## config.mk

```make
export PLATFORM = sky130hd
export DESIGN_NAME = periph_top
export DESIGN_NICKNAME = d
export VERILOG_FILES = /design/src/hdl/periph_pkg.sv /design/src/hdl/wb_periph_decode.sv /design/src/hdl/clint.sv /design/src/hdl/scratch_ram.sv /design/src/hdl/periph_top.sv
export SDC_FILE = /design/constraint.sdc
export NUM_CORES = 2
export LEC_CHECK = 0
export BUFFER_PORTS_ARGS = -buffer_cell sky130_fd_sc_hd__buf_2
export CAP_MARGIN = 20
export CORE_ASPECT_RATIO = 1.1
export CORE_UTILIZATION = 50
export CTS_CLUSTER_SIZE = 28
export DETAILED_ROUTE_END_ITERATION = 16
export GPL_TIMING_DRIVEN = 0
export PLACE_DENSITY = 0.62
export SLEW_MARGIN = 10
export SYNTH_ARGS = -nofsm -noshare
export SYNTH_HDL_FRONTEND = slang
export SYNTH_HIERARCHICAL = 1
export SYNTH_SLANG_ARGS = --single-unit
```

## constraint.sdc

```tcl
create_clock -name wb_clk_i -period 5.8 [get_ports wb_clk_i]
set_clock_uncertainty 0.15 [all_clocks]
set_input_delay 1.16 -clock wb_clk_i [delete_from_list [all_inputs] [get_ports wb_clk_i]]
set_output_delay 1.16 -clock wb_clk_i [all_outputs]
set_load 0.02 [all_outputs]
```

## src/hdl/periph_pkg.sv

```systemverilog
`default_nettype none

package periph_pkg;

  // wishbone bus widths
  localparam int wb_dw = 32;
  localparam int wb_aw = 32;

  // offset bits inside one 4 KiB region
  localparam int region_bits = 12;

  // region bases, only the bits above region_bits are compared
  localparam logic [wb_aw-1:0] clint_base = 32'h2000_0000;
  localparam logic [wb_aw-1:0] ram_base = 32'h2000_1000;

  // interruptor register offsets
  // msip word, only bit 0 is implemented
  localparam logic [region_bits-1:0] msip_off = 12'h000;
  // mtimecmp low word, high word follows at +4
  localparam logic [region_bits-1:0] mtimecmp_off = 12'hC00;
  // mtime low word, high word follows at +4
  localparam logic [region_bits-1:0] mtime_off = 12'hC08;

  // compare value after reset
  // all ones keeps mtip low until software programs it
  localparam logic [63:0] mtimecmp_rst = 64'hFFFF_FFFF_FFFF_FFFF;

endpackage

`default_nettype wire

```

## src/hdl/wb_periph_decode.sv

```systemverilog
`default_nettype none

module wb_periph_decode #(
  parameter int unsigned ram_words = 64
) (
  input  wire logic                               wb_cyc_i,
  input  wire logic                               wb_stb_i,
  input  wire logic [periph_pkg::wb_aw-1:0]       wb_adr_i,
  input  wire logic [periph_pkg::wb_dw-1:0]       wb_dat_i,
  input  wire logic                               wb_we_i,
  input  wire logic [periph_pkg::wb_dw-1:0]       clint_rdata_i,
  input  wire logic [periph_pkg::wb_dw-1:0]       ram_rdata_i,
  output logic                                    clint_sel_o,
  output logic                                    ram_sel_o,
  output logic      [periph_pkg::region_bits-1:0] offset_o,
  output logic                                    we_o,
  output logic      [periph_pkg::wb_dw-1:0]       wdata_o,
  output logic      [periph_pkg::wb_dw-1:0]       wb_dat_o,
  output logic                                    wb_ack_o
);

  import periph_pkg::*;

  logic req;
  logic clint_hit;
  logic ram_region;
  logic ram_in_range;
  logic ram_hit;

  // a transfer happens in every cycle with cyc and stb high
  assign req = wb_cyc_i & wb_stb_i;
  // zero wait state, ack even for unmapped addresses
  assign wb_ack_o = req;

  // region match on the upper address bits
  assign clint_hit = (wb_adr_i[wb_aw-1:region_bits] == clint_base[wb_aw-1:region_bits]);
  assign ram_region = (wb_adr_i[wb_aw-1:region_bits] == ram_base[wb_aw-1:region_bits]);
  // word index must fall inside the implemented depth
  assign ram_in_range = (32'(wb_adr_i[region_bits-1:2]) < ram_words);
  assign ram_hit = ram_region & ram_in_range;

  // one-cycle access strobes, at most one is high
  assign clint_sel_o = req & clint_hit;
  assign ram_sel_o = req & ram_hit;

  // shared to both targets
  assign offset_o = wb_adr_i[region_bits-1:0];
  assign we_o = wb_we_i;
  assign wdata_o = wb_dat_i;

  // read data mux
  // zero on writes, idle cycles and unmapped addresses
  always_comb begin
    wb_dat_o = '0;
    if (req && !wb_we_i) begin
      if (clint_hit) begin
        wb_dat_o = clint_rdata_i;
      end else if (ram_hit) begin
        wb_dat_o = ram_rdata_i;
      end
    end
  end

endmodule

`default_nettype wire

```

## src/hdl/clint.sv

```systemverilog
`default_nettype none

module clint (
  input  wire logic                               wb_clk_i,
  input  wire logic                               wb_rst_i,
  input  wire logic                               sel_i,
  input  wire logic                               we_i,
  input  wire logic [periph_pkg::region_bits-1:0] offset_i,
  input  wire logic [periph_pkg::wb_dw-1:0]       wdata_i,
  output logic      [periph_pkg::wb_dw-1:0]       rdata_o,
  output logic                                    mtip_o,
  output logic                                    msip_o
);

  import periph_pkg::*;

  // high halves sit one word above the low halves
  localparam logic [region_bits-1:0] mtimecmp_hi_off = mtimecmp_off + 12'd4;
  localparam logic [region_bits-1:0] mtime_hi_off = mtime_off + 12'd4;

  logic [2*wb_dw-1:0] mtime;
  logic [2*wb_dw-1:0] mtimecmp;
  logic               msip;

  logic wr;
  logic wr_msip;
  logic wr_cmp_lo;
  logic wr_cmp_hi;
  logic wr_mtime_lo;
  logic wr_mtime_hi;

  // write strobes per register half
  assign wr = sel_i & we_i;
  assign wr_msip = wr && (offset_i == msip_off);
  assign wr_cmp_lo = wr && (offset_i == mtimecmp_off);
  assign wr_cmp_hi = wr && (offset_i == mtimecmp_hi_off);
  assign wr_mtime_lo = wr && (offset_i == mtime_off);
  assign wr_mtime_hi = wr && (offset_i == mtime_hi_off);

  // free running timer
  // a write to one half loads it and holds the other half for that edge
  // writes elsewhere do not stall the count
  always_ff @(posedge wb_clk_i, posedge wb_rst_i) begin
    if (wb_rst_i) begin
      mtime <= '0;
    end else if (wr_mtime_lo) begin
      mtime[wb_dw-1:0] <= wdata_i;
    end else if (wr_mtime_hi) begin
      mtime[2*wb_dw-1:wb_dw] <= wdata_i;
    end else begin
      mtime <= mtime + 64'd1;
    end
  end

  // compare register, written in 32 bit halves
  always_ff @(posedge wb_clk_i, posedge wb_rst_i) begin
    if (wb_rst_i) begin
      mtimecmp <= mtimecmp_rst;
    end else if (wr_cmp_lo) begin
      mtimecmp[wb_dw-1:0] <= wdata_i;
    end else if (wr_cmp_hi) begin
      mtimecmp[2*wb_dw-1:wb_dw] <= wdata_i;
    end
  end

  // software interrupt, only bit 0 of the bus word is kept
  always_ff @(posedge wb_clk_i, posedge wb_rst_i) begin
    if (wb_rst_i) begin
      msip <= 1'b0;
    end else if (wr_msip) begin
      msip <= wdata_i[0];
    end
  end

  assign msip_o = msip;

  // unsigned 64 bit compare, combinational from the registers
  assign mtip_o = (mtime >= mtimecmp);

  // register read, the decoder gates it with the request
  always_comb begin
    case (offset_i)
      msip_off:        rdata_o = {{(wb_dw-1){1'b0}}, msip};
      mtimecmp_off:    rdata_o = mtimecmp[wb_dw-1:0];
      mtimecmp_hi_off: rdata_o = mtimecmp[2*wb_dw-1:wb_dw];
      mtime_off:       rdata_o = mtime[wb_dw-1:0];
      mtime_hi_off:    rdata_o = mtime[2*wb_dw-1:wb_dw];
      // unknown offsets read as zero
      default:         rdata_o = '0;
    endcase
  end

endmodule

`default_nettype wire

```

## src/hdl/scratch_ram.sv

```systemverilog
`default_nettype none

module scratch_ram #(
  parameter int unsigned ram_words = 64
) (
  input  wire logic                               wb_clk_i,
  input  wire logic                               sel_i,
  input  wire logic                               we_i,
  input  wire logic [periph_pkg::region_bits-1:0] offset_i,
  input  wire logic [periph_pkg::wb_dw-1:0]       wdata_i,
  output logic      [periph_pkg::wb_dw-1:0]       rdata_o
);

  import periph_pkg::*;

  // word index width, depth is a power of two up to 1024
  localparam int idx_w = $clog2(ram_words);

  // storage, no reset so contents start undefined
  logic [wb_dw-1:0] mem [ram_words];

  logic [idx_w-1:0] idx;
  logic             wr;

  // byte offset to word index
  // the decoder already rejects words past the depth
  assign idx = offset_i[idx_w+1:2];

  assign wr = sel_i & we_i;

  // write on the edge that ends the cycle
  always_ff @(posedge wb_clk_i) begin
    if (wr) begin
      mem[idx] <= wdata_i;
    end
  end

  // asynchronous read port
  // decoder masks it outside a ram read
  assign rdata_o = mem[idx];

endmodule

`default_nettype wire

```

## src/hdl/periph_top.sv

```systemverilog
`default_nettype none

module periph_top #(
  parameter int unsigned ram_words = 64
) (
  input  wire logic                         wb_clk_i,
  input  wire logic                         wb_rst_i,
  input  wire logic                         wb_cyc_i,
  input  wire logic                         wb_stb_i,
  input  wire logic                         wb_we_i,
  input  wire logic [periph_pkg::wb_aw-1:0] wb_adr_i,
  input  wire logic [periph_pkg::wb_dw-1:0] wb_dat_i,
  output logic      [periph_pkg::wb_dw-1:0] wb_dat_o,
  output logic                              wb_ack_o,
  output logic                              mtip_o,
  output logic                              msip_o
);

  import periph_pkg::*;

  // per target strobes
  logic clint_sel;
  logic ram_sel;

  // shared request fields
  logic [region_bits-1:0] offset;
  logic                   we;
  logic [wb_dw-1:0]       wdata;

  // target read words back to the mux
  logic [wb_dw-1:0] clint_rdata;
  logic [wb_dw-1:0] ram_rdata;

  wb_periph_decode #(
    .ram_words(ram_words)
  ) u_decode (
    .wb_cyc_i     (wb_cyc_i),
    .wb_stb_i     (wb_stb_i),
    .wb_adr_i     (wb_adr_i),
    .wb_dat_i     (wb_dat_i),
    .wb_we_i      (wb_we_i),
    .clint_rdata_i(clint_rdata),
    .ram_rdata_i  (ram_rdata),
    .clint_sel_o  (clint_sel),
    .ram_sel_o    (ram_sel),
    .offset_o     (offset),
    .we_o         (we),
    .wdata_o      (wdata),
    .wb_dat_o     (wb_dat_o),
    .wb_ack_o     (wb_ack_o)
  );

  // timer and software interrupt block
  clint u_clint (
    .wb_clk_i(wb_clk_i),
    .wb_rst_i(wb_rst_i),
    .sel_i   (clint_sel),
    .we_i    (we),
    .offset_i(offset),
    .wdata_i (wdata),
    .rdata_o (clint_rdata),
    .mtip_o  (mtip_o),
    .msip_o  (msip_o)
  );

  // scratch memory, same depth the decoder checks against
  scratch_ram #(
    .ram_words(ram_words)
  ) u_ram (
    .wb_clk_i(wb_clk_i),
    .sel_i   (ram_sel),
    .we_i    (we),
    .offset_i(offset),
    .wdata_i (wdata),
    .rdata_o (ram_rdata)
  );

endmodule

`default_nettype wire

```

== Word-level counts from Yosys, hierarchy flattened ==
Memories as Yosys holds them, arrays and structs flattened.
Cells that the tools add are included.

* RAM bits: 2048
* Memories kept: 1
* Register bits after elaboration: 129
* Input port bits: 69

* Muxes and demuxes: 9
* Bitwise logic cells: 7
* $add $sub $neg: 1
* Order comparisons: 2
* Equal/unequal tests: 7
* Reductions and logical operators: 9

{| class="wikitable"
|+ Memory list
! name !! depth !! bits a word !! read ports !! clocked after Yosys merged registers in !! write ports !! RTL line !! source
|-
| u_ram.mem || 64 || 32 || 1 || 0 || 1 || scratch_ram.sv:20 || <nowiki>logic [wb_dw-1:0] mem [ram_words];</nowiki>
|}

{| class="wikitable"
|+ Operators by type and width
! operator !! count
|-
| 32-bit 2-to-1 mux || 6
|-
| 32-bit one-hot mux with 5 select lines || 1
|-
| 64-bit by 1-bit adder with 64-bit output (second input constant) || 1
|-
| 64-bit >= comparator || 1
|-
| 12-bit equality test (second input constant) || 4
|-
| 20-bit by 18-bit equality test with 1-bit output (second input constant) || 2
|-
| 12-bit logical NOT || 1
|-
| 10-bit by 7-bit < comparator with 1-bit output (second input constant) || 1
|-
| 1-bit AND || 6
|-
| 1-bit logical AND || 6
|-
| 1-bit 2-to-1 mux || 2
|-
| 2-bit by 1-bit inequality test with 1-bit output (second input constant) || 1
|-
| 2-bit AND reduction || 1
|-
| 1-bit logical NOT || 1
|-
| 1-bit inverter || 1
|}

== Depth between registers and ports, before layout ==
* Depth after elaboration: 6
* Mapped depth: 13
* Mapped depth without buffers: 9

== By module ==
Netlist, hierarchy kept.

{| class="wikitable"
|+ Modules (own cells, without submodules)
! module !! seq. area each (µm²) !! cells each !! times used !! area each (µm²)
|-
| scratch_ram || 61499.0 || 4488 || 1 || 79264.8
|-
| clint || 3308.2 || 1020 || 1 || 9280.2
|-
| wb_periph_decode || 0.0 || 170 || 1 || 1290.0
|}

== Worst setup path after synthesis ==
Ideal clock, no wire load.

* Path type: input -> output
* From: input wb_adr_i[2] (netlist name)
* To: output wb_dat_o[8] (netlist name)
* Path buffers: 4
* Stages on the path: 9
* Setup slack: 1.189 ns
* Data required time: 4.490 ns
* Arrival time: 3.301 ns
* Cell sequence: buf_4 > buf_1 > buf_2 > clkbuf_1 > mux4_2 > nor2b_1 > nor2b_1 > a31oi_1 > nor3_1

{| class="wikitable"
|+ RTL lines
! element !! RTL line !! source
|-
| start: declaration || periph_top.sv:11 || <nowiki>input wire logic [periph_pkg::wb_aw-1:0] wb_adr_i,</nowiki>
|-
| 12-bit equality test or 12-bit logical NOT (tied branches) || clint.sv:82 || <nowiki>case (offset_i)</nowiki>
|-
| 32-bit one-hot mux with 5 select lines * || clint.sv:82 ||
|-
| named net clint_rdata[8] || periph_top.sv:31 || <nowiki>logic [wb_dw-1:0] clint_rdata;</nowiki>
|-
| 32-bit 2-to-1 mux * || wb_periph_decode.sv:56 || <nowiki>if (clint_hit) begin</nowiki>
|-
| 32-bit 2-to-1 mux * || wb_periph_decode.sv:55 || <nowiki>if (req && !wb_we_i) begin</nowiki>
|-
| end: declaration || periph_top.sv:13 || <nowiki>output logic [periph_pkg::wb_dw-1:0] wb_dat_o,</nowiki>
|}

Mark *: on every way through the listed nets, which the timed path passes. The rest lies on a longest branch.

== Worst setup path in the final report ==
* From: input wb_adr_i[3] (netlist name)
* To: output wb_dat_o[30] (netlist name)

{| class="wikitable"
|+ RTL lines
! element !! RTL line !! source
|-
| memory 64 x 32 bit || -- ||
|-
| named net ram_rdata[30] || periph_top.sv:32 || <nowiki>logic [wb_dw-1:0] ram_rdata;</nowiki>
|-
| 32-bit 2-to-1 mux || wb_periph_decode.sv:58 || <nowiki>end else if (ram_hit) begin</nowiki>
|-
| 32-bit 2-to-1 mux || wb_periph_decode.sv:56 ||
|-
| 32-bit 2-to-1 mux || wb_periph_decode.sv:55 ||
|}

The timed path passes the listed nets, and every way through them passes these cells.

==> flow_metrics.env <==
export IMPL_place_inst=8212
export IMPL_reg2reg_depth=6
export IMPL_multiInputGateArea_mm2=0.0243
export IMPL_cp_required_ps=4490
export IMPL_total_power_mw=32.8
export IMPL_drt_first_iter_violations=8693
export IMPL_clock_fmax_mhz=167
export IMPL_hold_viol_final=0
export IMPL_synth_area_mm2=0.0898
export IMPL_drive_above_1_share_pct=24.0
export IMPL_yosysTopAreaCellShare_pct=68.5
export IMPL_drc_errors=0
export IMPL_cts_num_sinks=2177
export IMPL_syn_nets=5812
export IMPL_ctsLongestPathBuffers=3
export IMPL_grt_max_degree=72
export IMPL_synthTopCellsByArea="edfxtp_1 (68%), a221oi_1 (2.8%), mux2_2 (2.6%), a22oi_1 (2.5%), dfstp_2 (1.9%)"
export IMPL_wl_per_cell_um=36.9
export IMPL_critPathKind="input pin to output port"
export IMPL_layout_nets=6188
export IMPL_netlist_instances=5678
export IMPL_post_synth_cell_area_avg_um2=15.8
export IMPL_finalSetupViolCount=26
export IMPL_place_gp_congestion=0.994
export IMPL_root_buffer="clkbuf_16"
export IMPL_min_period_over_period_pct=103
export IMPL_groute_usage_overall_pct=34.9
export IMPL_setup_ws_ps=-193
export IMPL_crit_fanout=10
export IMPL_cp_end_kind="output port"
export IMPL_die_height_um=447
export IMPL_start_kind="input pin"
export IMPL_maxSlewViolCount=0
export IMPL_maxSlewHeadroom_pct=14.7
export IMPL_drt_first_pass_iters=8
export IMPL_fin_crit_ps=5990
export IMPL_ir_drop_v=0.000328
export IMPL_fillerInstances=13670
export IMPL_antenna_left=0
export IMPL_setup_tns_ps=-1710
export IMPL_worst_r2r_startpoint="u_clint/mtime[18]"
export IMPL_synthFlopType="edfxtp_1"
export IMPL_vias=58616
export IMPL_grt_pass1_wl_um=437000
export IMPL_die_w_um=406
export IMPL_violations="setup timing"
export IMPL_min_path_type="input pin to asynchronous set/reset pin"
export IMPL_path_clk_slew_ps=60
export IMPL_ff_latch_area_mm2=0.0648
export IMPL_status="finished with violations"
export IMPL_final_common_cell="edfxtp_1"
export IMPL_async_flop_share_pct=5.93
export IMPL_ios=104
export IMPL_start_util_pct=50.5
export IMPL_htree_levels=4
export IMPL_core_region_area_mm2=0.178
export IMPL_grt_pass1_vias=55322
export IMPL_ys_seq_elements=2177
export IMPL_ys_seq_area_share_pct=72.1
export IMPL_worstSkewPairLatency_ps=860
export IMPL_yosys_area_top_type="edfxtp_1"
export IMPL_hpwl_um=214000
export IMPL_via_per_inst=6.81
export IMPL_cts_hold_buf=0
export IMPL_reg2reg_slack_ps=2260
export IMPL_yosys_warnings=6
export IMPL_pre_cts_slack_ps=-1680
export IMPL_antenna_found_initial=15
export IMPL_numCtsBuffers=215
export IMPL_tightestPinTransition_ps=1280
export IMPL_synth_edf_count=2048
export IMPL_utilization_pct=58.6
export IMPL_grt_overflow_total=0
export IMPL_cts_tree="yes"
export IMPL_p_per_area_mw_per_mm2=315
export IMPL_std_cell_rows=162
export IMPL_syn2layout_area_growth_pct=16.0
export IMPL_arrival_ps=4680
export IMPL_fin_cells=8613
export IMPL_rsz0062_at_grt="true"
export IMPL_cap_violations=0
export IMPL_die_area_mm2=0.181
export IMPL_synth_cell_types=97
export IMPL_rr_endpoint="u_clint/mtime[62]"
export IMPL_layout_common_cells="edfxtp_1 (2048), a22oi_1 (299), a221oi_1 (274)"
export IMPL_p_leak_nw=33.7
export IMPL_port_buffers=62
export IMPL_totalWireLength_um=318000
[routing by layer]
metal	track usage, %	vias to the layer above	share of wire (%)
met4	19.0	12	6.4
met5	0	-	0.026
li1	-	23979	-
met1	46.0	30313	37
met3	7.83	776	10
met2	53.7	3536	46
[cell usage after synthesis, types with 38 or more instances]
library cell and instances:
a221oi_1 283, o22a_1 64, nor2_1 126, a31oi_1 103, dfrtp_1 65, nand3_1 155
a21oi_1 177, buf_1 38, mux4_2 49, o22ai_1 81, edfxtp_1 2048, a22oi_1 300
nor2b_1 72, buf_4 68, nor4_1 41, clkbuf_1 230, buf_2 137, ha_1 65
o21ai_0 160, nand2_1 131, mux2_2 210, o221ai_1 39, nor3_1 48, nor3b_1 66
dfstp_2 64, or3b_2 55, nand3b_1 113, inv_1 77, mux2i_1 114, and3_1 76
a21o_1 40
[final cells by class]
cell class	instances	area share [%]
antenna	3	0.00720
sequential	2177	62.2
clock inverter	103	0.873
multi-input combinational	2934	23.3
buffer	484	2.73
clock buffer	292	5.54
tap	2378	2.86
timing repair buffer	163	2.16
inverter	79	0.292
[where the power goes]
group / leakage (nW) / internal (mW) / switching [mW]
Clock: 3.23 / 7.45 / 5.99
Combinational: 10.6 / 0.549 / 1.60
Sequential: 19.8 / 17.2 / 0.000000652
Total: 33.7 / 25.2 / 7.59
[registers in the layout, indices dropped and copies added (netlist names)]
name              cells
u_ram/mem          2048
u_clint/msip_o        1
u_clint/mtime        64
u_clint/mtimecmp     64
[critical path, stage by stage]
cell      delay (ps)
buf_4            210
buf_6            200
buf_6            180
inv_1            290
buf_4            380
clkbuf_2         510
o22ai_1          190
a22oi_1          350
nand4_1          510
a31oi_4          420
nor3_2            60
buf_2            160
[metrics by stage]
step | hold slack [ps] | area (um^2)
floorplan | 334 | 89800
global placement | 347 | 93100
detailed placement | 359 | 95600
CTS | 189 | 104000
global route | 252 | 104000
finish | 224 | 104000
[cells by family after synthesis]
family	Yosys count	share of synthesized area [%]
flip-flops	2177	72.1
AO/OA/AOI/OAI	1454	11.8
AND/OR/NAND/NOR	1038	7.03
buffers and inverters	567	2.96
multiplexers	377	5.20
adder cells (fa/ha/maj)	65	0.905
[how the worst max path moves through the flow]
| stage | end | depth (start not counted) | start | slack (ps) |
|---|---|---|---|---|
| 2_1_floorplan | u_clint/msip_o | 1 | wb_rst_i | 1150 |
| 3_3_place_gp | u_ram/mem[48][25] | 8 | wb_adr_i[2] | -2300 |
| 3_5_place_dp | wb_dat_o[6] | 13 | wb_adr_i[2] | -1680 |
| 4_1_cts | wb_dat_o[18] | 13 | wb_adr_i[2] | -20 |
| 5_1_grt | wb_dat_o[18] | 12 | wb_adr_i[4] | -110 |
| 6_report | wb_dat_o[30] | 12 | wb_adr_i[3] | -190 |
[what timing repair did]
action	CTS	global route
setup buffers	6	0
resized for setup	406	103
setup endpoints to repair	32	28
pin swaps	26	21
No activity file was read; power rests on OpenSTA's default activity.
